==> src/rtl/gpu_cfg.svh <==
`ifndef GPU_CFG_SVH
`define GPU_CFG_SVH

////////////////////////////////////////////////////////////////////////////
// host register map
////////////////////////////////////////////////////////////////////////////

`define GPU_APB_AW       4      // apb address bits, register select only
`define GPU_DATA_W       8      // every host register is one byte

`define GPU_REG_LCDC     4'd0   // lcd control
`define GPU_REG_BGP      4'd7   // background palette
`define GPU_REG_OBP0     4'd8   // sprite palette 0
`define GPU_REG_OBP1     4'd9   // sprite palette 1

`define GPU_REG_RST      8'h00  // value of all four after reset

////////////////////////////////////////////////////////////////////////////
// pixel path
////////////////////////////////////////////////////////////////////////////

`define GPU_PIX_PER_ROW  8      // one tile row, fixed by tile format
`define GPU_SHADE_W      2      // four gray levels
`define GPU_FB_AW        16     // frame buffer word address

`define GPU_LCDC_ON_BIT  7      // display enable
`define GPU_SPR_PAL_BIT  4      // attr bit, 1 picks OBP1

`endif

==> src/rtl/gpuPixelPkg.sv <==
`include "gpu_cfg.svh"

package gpuPixelPkg;

  // pixel path constants, taken from the cfg header
  localparam int PIX_PER_ROW = `GPU_PIX_PER_ROW;
  localparam int SHADE_W     = `GPU_SHADE_W;
  localparam int FB_AW       = `GPU_FB_AW;
  localparam int DISP_ON_BIT = `GPU_LCDC_ON_BIT;
  localparam int SPR_PAL_BIT = `GPU_SPR_PAL_BIT;

  // palette byte, seen by the host as raw and by the shaders as
  // four shades indexed by color code (code n at bits 2n+1..2n)
  typedef union packed {
    logic [`GPU_DATA_W-1:0]      raw;
    logic [3:0][SHADE_W-1:0]     shade;
  } palette_u;

  // one tile row as delivered by the fetch front end
  typedef struct packed {
    logic [PIX_PER_ROW-1:0] bgHigh;  // color code msb per pixel
    logic [PIX_PER_ROW-1:0] bgLow;   // color code lsb per pixel
    logic [PIX_PER_ROW-1:0] sprHigh;
    logic [PIX_PER_ROW-1:0] sprLow;
    logic [7:0]             sprAttr; // only palette select used
  } tileRow_t;

  // pixel i at bits 2i+1..2i, same layout as the frame buffer word
  typedef logic [PIX_PER_ROW-1:0][SHADE_W-1:0] shadedRow_t;

  typedef struct packed {
    shadedRow_t             shade;
    logic [PIX_PER_ROW-1:0] opaque;  // sprite code nonzero
  } spriteRow_t;

endpackage

==> src/rtl/gpuRegPkg.sv <==
`include "gpu_cfg.svh"

package gpuRegPkg;
  import gpuPixelPkg::*;

  // apb request, driven by the host
  typedef struct packed {
    logic                   pSel;
    logic                   pEnable;
    logic                   pWrite;
    logic [`GPU_APB_AW-1:0] pAddr;
    logic [`GPU_DATA_W-1:0] pWData;
  } apbReq_t;

  // apb response, no wait states
  typedef struct packed {
    logic                   pReady;
    logic                   pSlvErr;  // unmapped address
    logic [`GPU_DATA_W-1:0] pRData;
  } apbRsp_t;

  // register bundle fanned out to shaders and mixer
  typedef struct packed {
    logic [`GPU_DATA_W-1:0] lcdc;
    palette_u               bgp;
    palette_u               obp0;
    palette_u               obp1;
  } gpuCtrl_t;

endpackage

==> src/rtl/bgShader.sv <==
`timescale 1ns/1ps

module bgShader import gpuPixelPkg::*;
(
  input  logic       clock,
  input  logic       rst,
  input  logic       rowValid,
  input  tileRow_t   row,
  input  palette_u   bgp,
  output logic       bgValid,
  output shadedRow_t bgRow
);

  shadedRow_t bgShade;  // lookup result before the stage flop

  // color code per pixel is {high bit, low bit}, then
  // the shade view of BGP turns it into a gray level
  always_comb
  begin
    for (int i = 0; i < PIX_PER_ROW; i++)
      bgShade[i] = bgp.shade[{row.bgHigh[i], row.bgLow[i]}];
  end

  // valid is control, row is payload
  always_ff @(posedge clock)
  begin
    if (rst)
      bgValid <= 1'b0;
    else
      bgValid <= rowValid;
  end

  always_ff @(posedge clock)
  begin
    if (rowValid)
      bgRow <= bgShade;  // palette as of this edge
  end

endmodule

==> src/rtl/gpu.sv <==
`timescale 1ns/1ps

module gpu import gpuRegPkg::*, gpuPixelPkg::*;
(
  input  logic                          clock,
  input  logic                          rst,
  input  apbReq_t                       apbReq,
  output apbRsp_t                       apbRsp,
  input  logic                          rowValid,
  input  tileRow_t                      row,
  output logic                          fbWe,
  output logic [$bits(shadedRow_t)-1:0] fbData,
  output logic [FB_AW-1:0]              fbAddr
);

  gpuCtrl_t   ctrl;      // registers to pixel path
  logic       bgValid;
  shadedRow_t bgRow;
  logic       sprValid;
  spriteRow_t sprRow;

  ////////////////////////////////////////////////////////////////////////////
  // host registers
  ////////////////////////////////////////////////////////////////////////////

  gpuRegs regs_inst
  (
    .clock  (clock),
    .rst    (rst),
    .apbReq (apbReq),
    .apbRsp (apbRsp),
    .ctrl   (ctrl)
  );

  ////////////////////////////////////////////////////////////////////////////
  // shader stage, both sample the row on the same edge
  ////////////////////////////////////////////////////////////////////////////

  bgShader bg_inst
  (
    .clock    (clock),
    .rst      (rst),
    .rowValid (rowValid),
    .row      (row),
    .bgp      (ctrl.bgp),
    .bgValid  (bgValid),
    .bgRow    (bgRow)
  );

  spriteShader spr_inst
  (
    .clock    (clock),
    .rst      (rst),
    .rowValid (rowValid),
    .row      (row),
    .obp0     (ctrl.obp0),
    .obp1     (ctrl.obp1),
    .sprValid (sprValid),
    .sprRow   (sprRow)
  );

  // mixer stage, second edge after the row
  pixelMixer mix_inst
  (
    .clock    (clock),
    .rst      (rst),
    .bgValid  (bgValid),
    .sprValid (sprValid),
    .bgRow    (bgRow),
    .sprRow   (sprRow),
    .lcdc     (ctrl.lcdc),
    .fbWe     (fbWe),
    .fbData   (fbData),
    .fbAddr   (fbAddr)
  );

endmodule

==> src/rtl/gpuRegs.sv <==
`timescale 1ns/1ps
`include "gpu_cfg.svh"

module gpuRegs import gpuRegPkg::*;
(
  input  logic     clock,
  input  logic     rst,
  input  apbReq_t  apbReq,
  output apbRsp_t  apbRsp,
  output gpuCtrl_t ctrl
);

  logic     access;   // apb access phase
  logic     selLcdc;
  logic     selBgp;
  logic     selObp0;
  logic     selObp1;
  logic     mapped;   // address hits one of the four
  logic     doWrite;
  gpuCtrl_t ctrlQ;

  ////////////////////////////////////////////////////////////////////////////
  // address decode
  ////////////////////////////////////////////////////////////////////////////

  assign access  = apbReq.pSel & apbReq.pEnable;
  assign selLcdc = (apbReq.pAddr == `GPU_REG_LCDC);
  assign selBgp  = (apbReq.pAddr == `GPU_REG_BGP);
  assign selObp0 = (apbReq.pAddr == `GPU_REG_OBP0);
  assign selObp1 = (apbReq.pAddr == `GPU_REG_OBP1);
  assign mapped  = selLcdc | selBgp | selObp0 | selObp1;

  // unmapped writes fall through, nothing selected
  assign doWrite = access & apbReq.pWrite;

  ////////////////////////////////////////////////////////////////////////////
  // register file
  ////////////////////////////////////////////////////////////////////////////

  always_ff @(posedge clock)
  begin
    if (rst)
    begin
      ctrlQ.lcdc     <= `GPU_REG_RST;
      ctrlQ.bgp.raw  <= `GPU_REG_RST;
      ctrlQ.obp0.raw <= `GPU_REG_RST;
      ctrlQ.obp1.raw <= `GPU_REG_RST;
    end
    else if (doWrite)
    begin
      // write lands on the edge closing the access phase
      if (selLcdc)
        ctrlQ.lcdc <= apbReq.pWData;
      if (selBgp)
        ctrlQ.bgp.raw <= apbReq.pWData;
      if (selObp0)
        ctrlQ.obp0.raw <= apbReq.pWData;
      if (selObp1)
        ctrlQ.obp1.raw <= apbReq.pWData;
    end
  end

  assign ctrl = ctrlQ;  // all four visible at once downstream

  ////////////////////////////////////////////////////////////////////////////
  // read mux and response
  ////////////////////////////////////////////////////////////////////////////

  always_comb
  begin
    apbRsp.pRData = '0;  // idle and unmapped read as zero
    if (access && !apbReq.pWrite)
    begin
      if (selLcdc)
        apbRsp.pRData = ctrlQ.lcdc;
      else if (selBgp)
        apbRsp.pRData = ctrlQ.bgp.raw;
      else if (selObp0)
        apbRsp.pRData = ctrlQ.obp0.raw;
      else if (selObp1)
        apbRsp.pRData = ctrlQ.obp1.raw;
    end
  end

  assign apbRsp.pReady  = access;            // zero wait states
  assign apbRsp.pSlvErr = access & ~mapped;  // only in access phase

endmodule

==> src/rtl/pixelMixer.sv <==
`timescale 1ns/1ps

module pixelMixer import gpuPixelPkg::*;
(
  input  logic                         clock,
  input  logic                         rst,
  input  logic                         bgValid,
  input  logic                         sprValid,  // mirrors bgValid
  input  shadedRow_t                   bgRow,
  input  spriteRow_t                   sprRow,
  input  logic [7:0]                   lcdc,
  output logic                         fbWe,
  output logic [$bits(shadedRow_t)-1:0] fbData,
  output logic [FB_AW-1:0]             fbAddr
);

  shadedRow_t mixRow;
  logic       writeNow;

  ////////////////////////////////////////////////////////////////////////////
  // transparency merge
  ////////////////////////////////////////////////////////////////////////////

  always_comb
  begin
    for (int i = 0; i < PIX_PER_ROW; i++)
      mixRow[i] = sprRow.opaque[i] ? sprRow.shade[i] : bgRow[i];
  end

  // shaders run in lockstep, bgValid alone qualifies the row
  assign writeNow = bgValid & lcdc[DISP_ON_BIT];

  ////////////////////////////////////////////////////////////////////////////
  // frame buffer port
  ////////////////////////////////////////////////////////////////////////////

  always_ff @(posedge clock)
  begin
    if (rst)
    begin
      fbWe   <= 1'b0;
      fbAddr <= '0;
    end
    else
    begin
      fbWe <= writeNow;
      if (fbWe)
        fbAddr <= fbAddr + 1'b1;  // step once the write is done
    end
  end

  always_ff @(posedge clock)
  begin
    if (writeNow)
      fbData <= mixRow;
  end

endmodule

==> src/rtl/spriteShader.sv <==
`timescale 1ns/1ps

module spriteShader import gpuPixelPkg::*;
(
  input  logic       clock,
  input  logic       rst,
  input  logic       rowValid,
  input  tileRow_t   row,
  input  palette_u   obp0,
  input  palette_u   obp1,
  output logic       sprValid,
  output spriteRow_t sprRow
);

  palette_u                         obp;      // palette picked by attr
  logic [PIX_PER_ROW-1:0][1:0]      sprCode;  // raw color codes
  spriteRow_t                       sprNext;

  // one palette for the whole row
  assign obp = row.sprAttr[SPR_PAL_BIT] ? obp1 : obp0;

  always_comb
  begin
    for (int i = 0; i < PIX_PER_ROW; i++)
    begin
      sprCode[i]        = {row.sprHigh[i], row.sprLow[i]};
      sprNext.shade[i]  = obp.shade[sprCode[i]];
      sprNext.opaque[i] = |sprCode[i];  // code 0 is transparent
    end
  end

  always_ff @(posedge clock)
  begin
    if (rst)
      sprValid <= 1'b0;
    else
      sprValid <= rowValid;  // same edge as bg shader
  end

  always_ff @(posedge clock)
  begin
    if (rowValid)
      sprRow <= sprNext;
  end

endmodule

==> config.mk <==
export PLATFORM = sky130hd
export DESIGN_NAME = gpu
export DESIGN_NICKNAME = d
export VERILOG_FILES = /design/src/rtl/gpuPixelPkg.sv /design/src/rtl/gpuRegPkg.sv /design/src/rtl/bgShader.sv /design/src/rtl/gpu.sv /design/src/rtl/gpuRegs.sv /design/src/rtl/pixelMixer.sv /design/src/rtl/spriteShader.sv
export VERILOG_INCLUDE_DIRS = /design/src /design/src/rtl
export SDC_FILE = /design/constraint.sdc
export NUM_CORES = 1
export LEC_CHECK = 0
export ABC_AREA = 1
export BUFFER_PORTS_ARGS = -buffer_cell sky130_fd_sc_hd__buf_2
export CAP_MARGIN = 0
export CORE_UTILIZATION = 60
export DETAILED_ROUTE_END_ITERATION = 7
export PLACE_DENSITY = 0.85
export SLEW_MARGIN = 40
export SYNTH_ARGS = -nofsm -noshare
export SYNTH_HDL_FRONTEND = slang
export SYNTH_SLANG_ARGS = --single-unit
==> constraint.sdc <==
create_clock -name clock -period 2.9 [get_ports clock]
set_input_delay 0.435 -clock clock [delete_from_list [all_inputs] [get_ports clock]]
set_output_delay 0.435 -clock clock [all_outputs]
set_load 0.02 [all_outputs]
==> metrics.txt, run 1 <==
top post-synthesis cells by count=nor2_1 (136), nand2_1 (120), o21ai_0 (87); crit path max-delay cell type=inv_1; violated checks=design-rule violations; Yosys reg bits=106; initial antenna violation count=0; Fmax achieved=0.4792 GHz; final WL=13910 µm; multi-input logic area=approximately 0.0023 mm²; fin crit period=approximately 2.1 ns; Rel. slew slack=0.4373; CTS Hold Bufs=0; Placer Congestion=0.9253; Synth area leaders=edfxtp_1 (31%), dfxtp_1 (19%), nor2_1 (9.5%); data required time of the critical path=around 2.5 ns; Die ar.=0.009354 mm²; ant diodes=0; vias in the first global route=4974; GRT Residual Overflow=0; crit end category=output pin; core area=a little under 0.009 mm²; Yosys top cell area share=0.3124; register area=0.002683 mm²; Hold EP=mix_inst.fbWe; largest net degree at the start of global routing=42; GRT Util Overall=0.3061; Worst Hold Path Cells=2; IO Pins=101; Worst VDD drop=between 200 and 300 µV; total CTS buffers=9; skew final=between 0.009 and 0.01 ns; Switching Share=0.2468; setup TNS=0 ns; Sink Count=106; Cells after Synth=675; mean post-synth cell area=approximately 8.0 µm²; PwrDens=468.1 mW/mm²; Post-synth ARST share=0; Yosys warning total=0; max-cap viol count=0; via count of the routed design=5090; status=complete, but fails checks; root buf cell=clkbuf_8; Top FF cell, synth=edfxtp_1; final worst path period share=0.7196; biggest area consumer among synthesized cells=edfxtp_1; vias per std cell=5.804; total power=2861 µW; postcts setup bufs=0; HPWL after DPL=9921 µm; Initial Util=0.6172; final hold vios=0; Mapped Area=between 0.005 and 0.006 mm²; critical-path maximum fanout=6; DRC errors left=1; RSZ-0062 raised after global routing=no; DRT iter0 DRCs=401; First-pass DRT Iterations=7; slowest stage delay, CP=around 0.21 ns; CP Data Arrival Time=1.65 ns; Worst-Skew Late Latency=0.38 ns; post-DR wirelength/cell=15.86 µm; Port Buffers=between 90 and 100; sequential share of the synthesized area=0.4984; R2R Path Start=regs_inst.ctrl[11]; Filler cells=roughly 700; final core occ=0.7009; Internal=2155 µW; Yosys cell types=35; Reg clk slew, reported paths=approximately 0.10 ns; Leakage=between 0.002 and 0.003 µW; Final Setup Violations=0; Tightest Pin Transition=0.8384 ns; clock share of power=0.332; die span in x=about 97 µm; Die Ht=roughly 97 µm; beginning of the worst hold path=rst; global-route wire length before repair=22780 µm; sequential share of power=0.576; WS Path Type=in -> out; Area Growth Syn to Fin=13.55%; Max H-tree Level=3; Nets=823; CTS tree=yes; row cnt=34; ANT nets after route=0; Startpoint Class=primary input; R2R Setup Slk=between 1 and 1.5 ns; fin. max-slew vios=0; Critical R2R Capture=spr_inst.sprRow[21]; Post-CTS Resized=0; Combinational Power Share=0.093; most numerous cell in the Yosys netlist=nor2_1; crit path cell chain=buf_2 > nor2_2 > nand3_4 > inv_1 > nand2_1 > nand2_1 > nor2_1 > nor2_1 > buf_2; HP Class=in -> reg; worst r2r path cells=6; Bufs on Longest Clock Path=2; Post-Synthesis Net Count=about 730; share of cells above drive strength 1=0.1977; Post-synth EDFFs=56; NetSw=slightly above 700 µW
## critical path: cells and delay by family
kind                   cells  cell delay (ns)
and+or+nand+nor            6             0.65
buffers and inverters      3             0.55
## stage by stage
stage	instances	hold slack, ns	setup WS, ns	cell area (µm²)
floorplan	675	0.4247	1.225	5383
global placement	861	0.4354	0.8996	5913
detailed placement	861	0.4566	0.8412	5916
CTS	877	0.3326	0.8292	6112
global route	877	0.3219	0.7194	6112
finish	877	0.3384	0.8131	6112
## sequential cells by signal, indices dropped and copies added (netlist names)
name / count
bg_inst.bgRow: 16
bg_inst.bgValid: 1
mix_inst.fbAddr: 16
mix_inst.fbData: 16
mix_inst.fbWe: 1
regs_inst.ctrl: 32
spr_inst.sprRow: 24
## cells by family (layout without fill, tap and decap cells)
family / count (synthesis) / after routing / share of synthesized area
AO/OA/AOI/OAI: 132 / 132 / 0.1341
adder cells (fa/ha/maj): 1 / 1 / 0.002324
XOR/XNOR: 2 / 2 / 0.003255
flip-flops: 106 / 106 / 0.4984
AND/OR/NAND/NOR: 324 / 324 / 0.2589
buffers and inverters: 94 / 188 / 0.06950
multiplexers: 16 / 16 / 0.03347
## layout by cell type, fill, tap and decap left out, types with 5 or more instances in the layout
master | synthesis | layout
nor2_1 | 136 | 136
nand2_1 | 120 | 120
buf_2 | 2 | 92
o21ai_0 | 87 | 87
inv_1 | 72 | 72
edfxtp_1 | 56 | 56
dfxtp_1 | 50 | 50
nand3_1 | 41 | 41
mux2_2 | 16 | 16
o22ai_1 | 16 | 16
a21oi_1 | 12 | 12
o211ai_1 | 10 | 10
clkbuf_8 | 0 | 10
inv_2 | 5 | 5
## how the worst max path moves through the flow
| stage | startpoint | to | slack, ns | depth (start not counted) |
|---|---|---|---|---|
| finish | apbReq[9] | apbRsp[5] | 0.81 | 9 |
| global route | apbReq[9] | apbRsp[5] | 0.72 | 9 |
| CTS | apbReq[9] | apbRsp[5] | 0.83 | 9 |
| detailed placement | apbReq[9] | apbRsp[5] | 0.84 | 9 |
| global placement | apbReq[9] | apbRsp[5] | 0.90 | 9 |
| floorplan | apbReq[9] | apbRsp[0] | 1.23 | 7 |
## final cells by class
type,instances,share of cell area
inverter,77,0.04729
multi-input combinational,475,0.3806
timing repair buffer,95,0.07902
clock inverter,4,0.008188
tap,108,0.02211
clock buffer,12,0.02395
sequential,106,0.4389
## routing by layer
layer,vias up,track usage,routed length (µm)
met1,2312,0.3803,5535
met2,314,0.5108,6588
met5,-,0,0
met3,49,0.07009,1373
met4,0,0.1332,414
li1,2415,-,-
## power by group through the flow
stage | logic [µW] | clock network (µW) | registers (µW)
CTS | 260 | 947 | 1650
finish | 265 | 949 | 1650
global route | 290 | 1020 | 1650
floorplan | 149 | 0 | 1670
global placement | 239 | 0 | 1680
detailed placement | 258 | 0 | 1680
(Power assumes the default switching activity.)
==> inputs of run 2 (changes only) <==
--- a/config.mk
+++ b/config.mk
@@ -9,9 +9,9 @@
 export ABC_AREA = 1
 export BUFFER_PORTS_ARGS = -buffer_cell sky130_fd_sc_hd__buf_2
 export CAP_MARGIN = 0
-export CORE_UTILIZATION = 60
+export CORE_UTILIZATION = 56
 export DETAILED_ROUTE_END_ITERATION = 7
-export PLACE_DENSITY = 0.85
+export PLACE_DENSITY = 0.8
 export SLEW_MARGIN = 40
 export SYNTH_ARGS = -nofsm -noshare
 export SYNTH_HDL_FRONTEND = slang
==> constraint.sdc (replaced) <==
create_clock -name clock -period 2.05 [get_ports clock]
set_input_delay 0.3075 -clock clock [delete_from_list [all_inputs] [get_ports clock]]
set_output_delay 0.3075 -clock clock [all_outputs]
set_load 0.02 [all_outputs]
==> metrics.txt, run 2 (synthesis results as in run 1) <==
data required time of the critical path=1.74 ns; share of cells above drive strength 1=0.2069; Tightest Pin Transition=0.5768 ns; crit path max-delay cell type=buf_2; Post-CTS Resized=0; First-pass DRT Iterations=5; commonest non-fill, non-tap cell in the layout=nor2_1; IO Pins=about 100; final WL=13860 µm; Max H-tree Level=3; Fmax achieved=0.5456 GHz; vias per std cell=5.539; crit end category=output pin; HP Class=in -> reg; Reg clk slew, reported paths=0.10 ns; R2R Path Start=mix_inst.fbAddr[0]; Bufs on Longest Clock Path=2; critical-path maximum fanout=6; slowest stage delay, CP=0.20 ns; DRT iter0 DRCs=425; skew final=between 0.01 and 0.015 ns; DRC errors left=0; largest net degree at the start of global routing=35; Die Ht=100.0 µm; vias in the first global route=between 4000 and 5000; beginning of the worst hold path=rst; root buf cell=clkbuf_8; postcts setup bufs=0; GRT Util Overall=0.2905; fin. max-slew vios=0; core area=slightly above 0.009 mm²; CTS tree=yes; most frequent cells in the layout=nor2_1 (136), nand2_1 (120), buf_2 (93); Area Growth Syn to Fin=15.85%; ANT nets after route=0; WS Path Type=in -> out; ant diodes=0; final worst path period share=0.8940; total CTS buffers=9; PwrDens=653.0 mW/mm²; Crit path buffers/inverters=3; crit path launch=apbReq[9]; post-DR wirelength/cell=15.28 µm; GRT Residual Overflow=0; max FFs per register=32; Sink Count=between 100 and 150; Worst VDD drop=about 300 µV; HPWL after DPL=about 9900 µm; via count of the routed design=between 5000 and 6000; row cnt=35; Leakage=0.002812 µW; Port Buffers=93; final hold vios=0; Filler cells=813; Final Setup Violations=0; register area=0.002683 mm²; die span in x=100.0 µm; setup TNS=0 ns; global-route wire length before repair=22310 µm; Rel. slew slack=0.6154; delay-heaviest family, CP=simple AND/OR/NAND/NOR gates; Die ar.=0.01001 mm²; Worst-Skew Late Latency=around 0.38 ns; CTS Hold Bufs=0; Startpoint Class=primary input; multi-input logic area=0.002326 mm²; status=finished clean; Initial Util=0.5798; fin crit period=1.833 ns; max-cap viol count=0; crit path cell chain=buf_2 > nor2_2 > nand3_4 > inv_1 > nand2_1 > nand2_1 > nor2_1 > nor2_1 > buf_2; CP Data Arrival Time=1.53 ns; WHS=approximately 0.24 ns; Placer Congestion=approximately 0.88; Nets=832; RSZ-0062 raised after global routing=no; initial antenna violation count=0
[run 2: cell types whose count changed in the layout (fill, tap and decap cells not counted)]
cell,delta
buf_4,+7
clkbuf_16,+2
buf_12,+1
buf_2,+1
bufinv_16,-1
clkbuf_2,-1
clkinv_2,-1
clkinvlp_4,+1
inv_4,-1
inv_6,+1
[run 2: routing by layer]
layer	track usage	share of wire	vias to the layer above
li1	-	-	2429
met2	0.4934	0.48	276
met5	0	0	-
met4	0.1148	0.025	0
met1	0.3738	0.42	2276
met3	0.04526	0.084	43
[run 2: final timing paths]
path | to | depth (start not counted) | slack (ns)
max reg2reg | mix_inst.fbAddr[8] | 6 | 0.56
min | mix_inst.fbAddr[10] | 2 | 0.24
min reg2reg | mix_inst.fbWe | 2 | 0.45
max | apbRsp[4] | 9 | 0.22
[run 2: worst reg2reg max path: cells and delay by family, from the launching register on]
kind	cells	cell delay [ns]
flops	1	0.44
fa+ha+maj	1	0.24
compound gates	1	0.19
simple gates	4	0.52
[run 2: stage by stage]
stage,utilization,area [µm²],total power [µW],std cells,setup WS [ns]
3_5_place_dp,0.6484,6020,2749,891,0.2744
2_1_floorplan,-,5383,2578,675,0.6304
6_report,0.6717,6236,4072,907,0.2173
5_1_grt,0.6717,6236,4203,907,0.1151
3_3_place_gp,0.6484,6020,2723,891,0.2984
4_1_cts,0.6717,6236,4073,907,0.2639
[run 2: cell type report]
type,count,share of cell area
clock inverters,3,0.004013
repair buffers,104,0.08989
clock buffers,13,0.03070
well taps,129,0.02588
flip-flops and latches,106,0.4302
inverters,77,0.04635
multi-input cells,475,0.3730
[run 2: report_power, final]
part	switching [µW]	leakage, µW	internal [µW]
combinational	242	0.00175	140
clock	730	0.000107	633
sequential	23.1	0.000958	2300
total	995	0.00281	3080
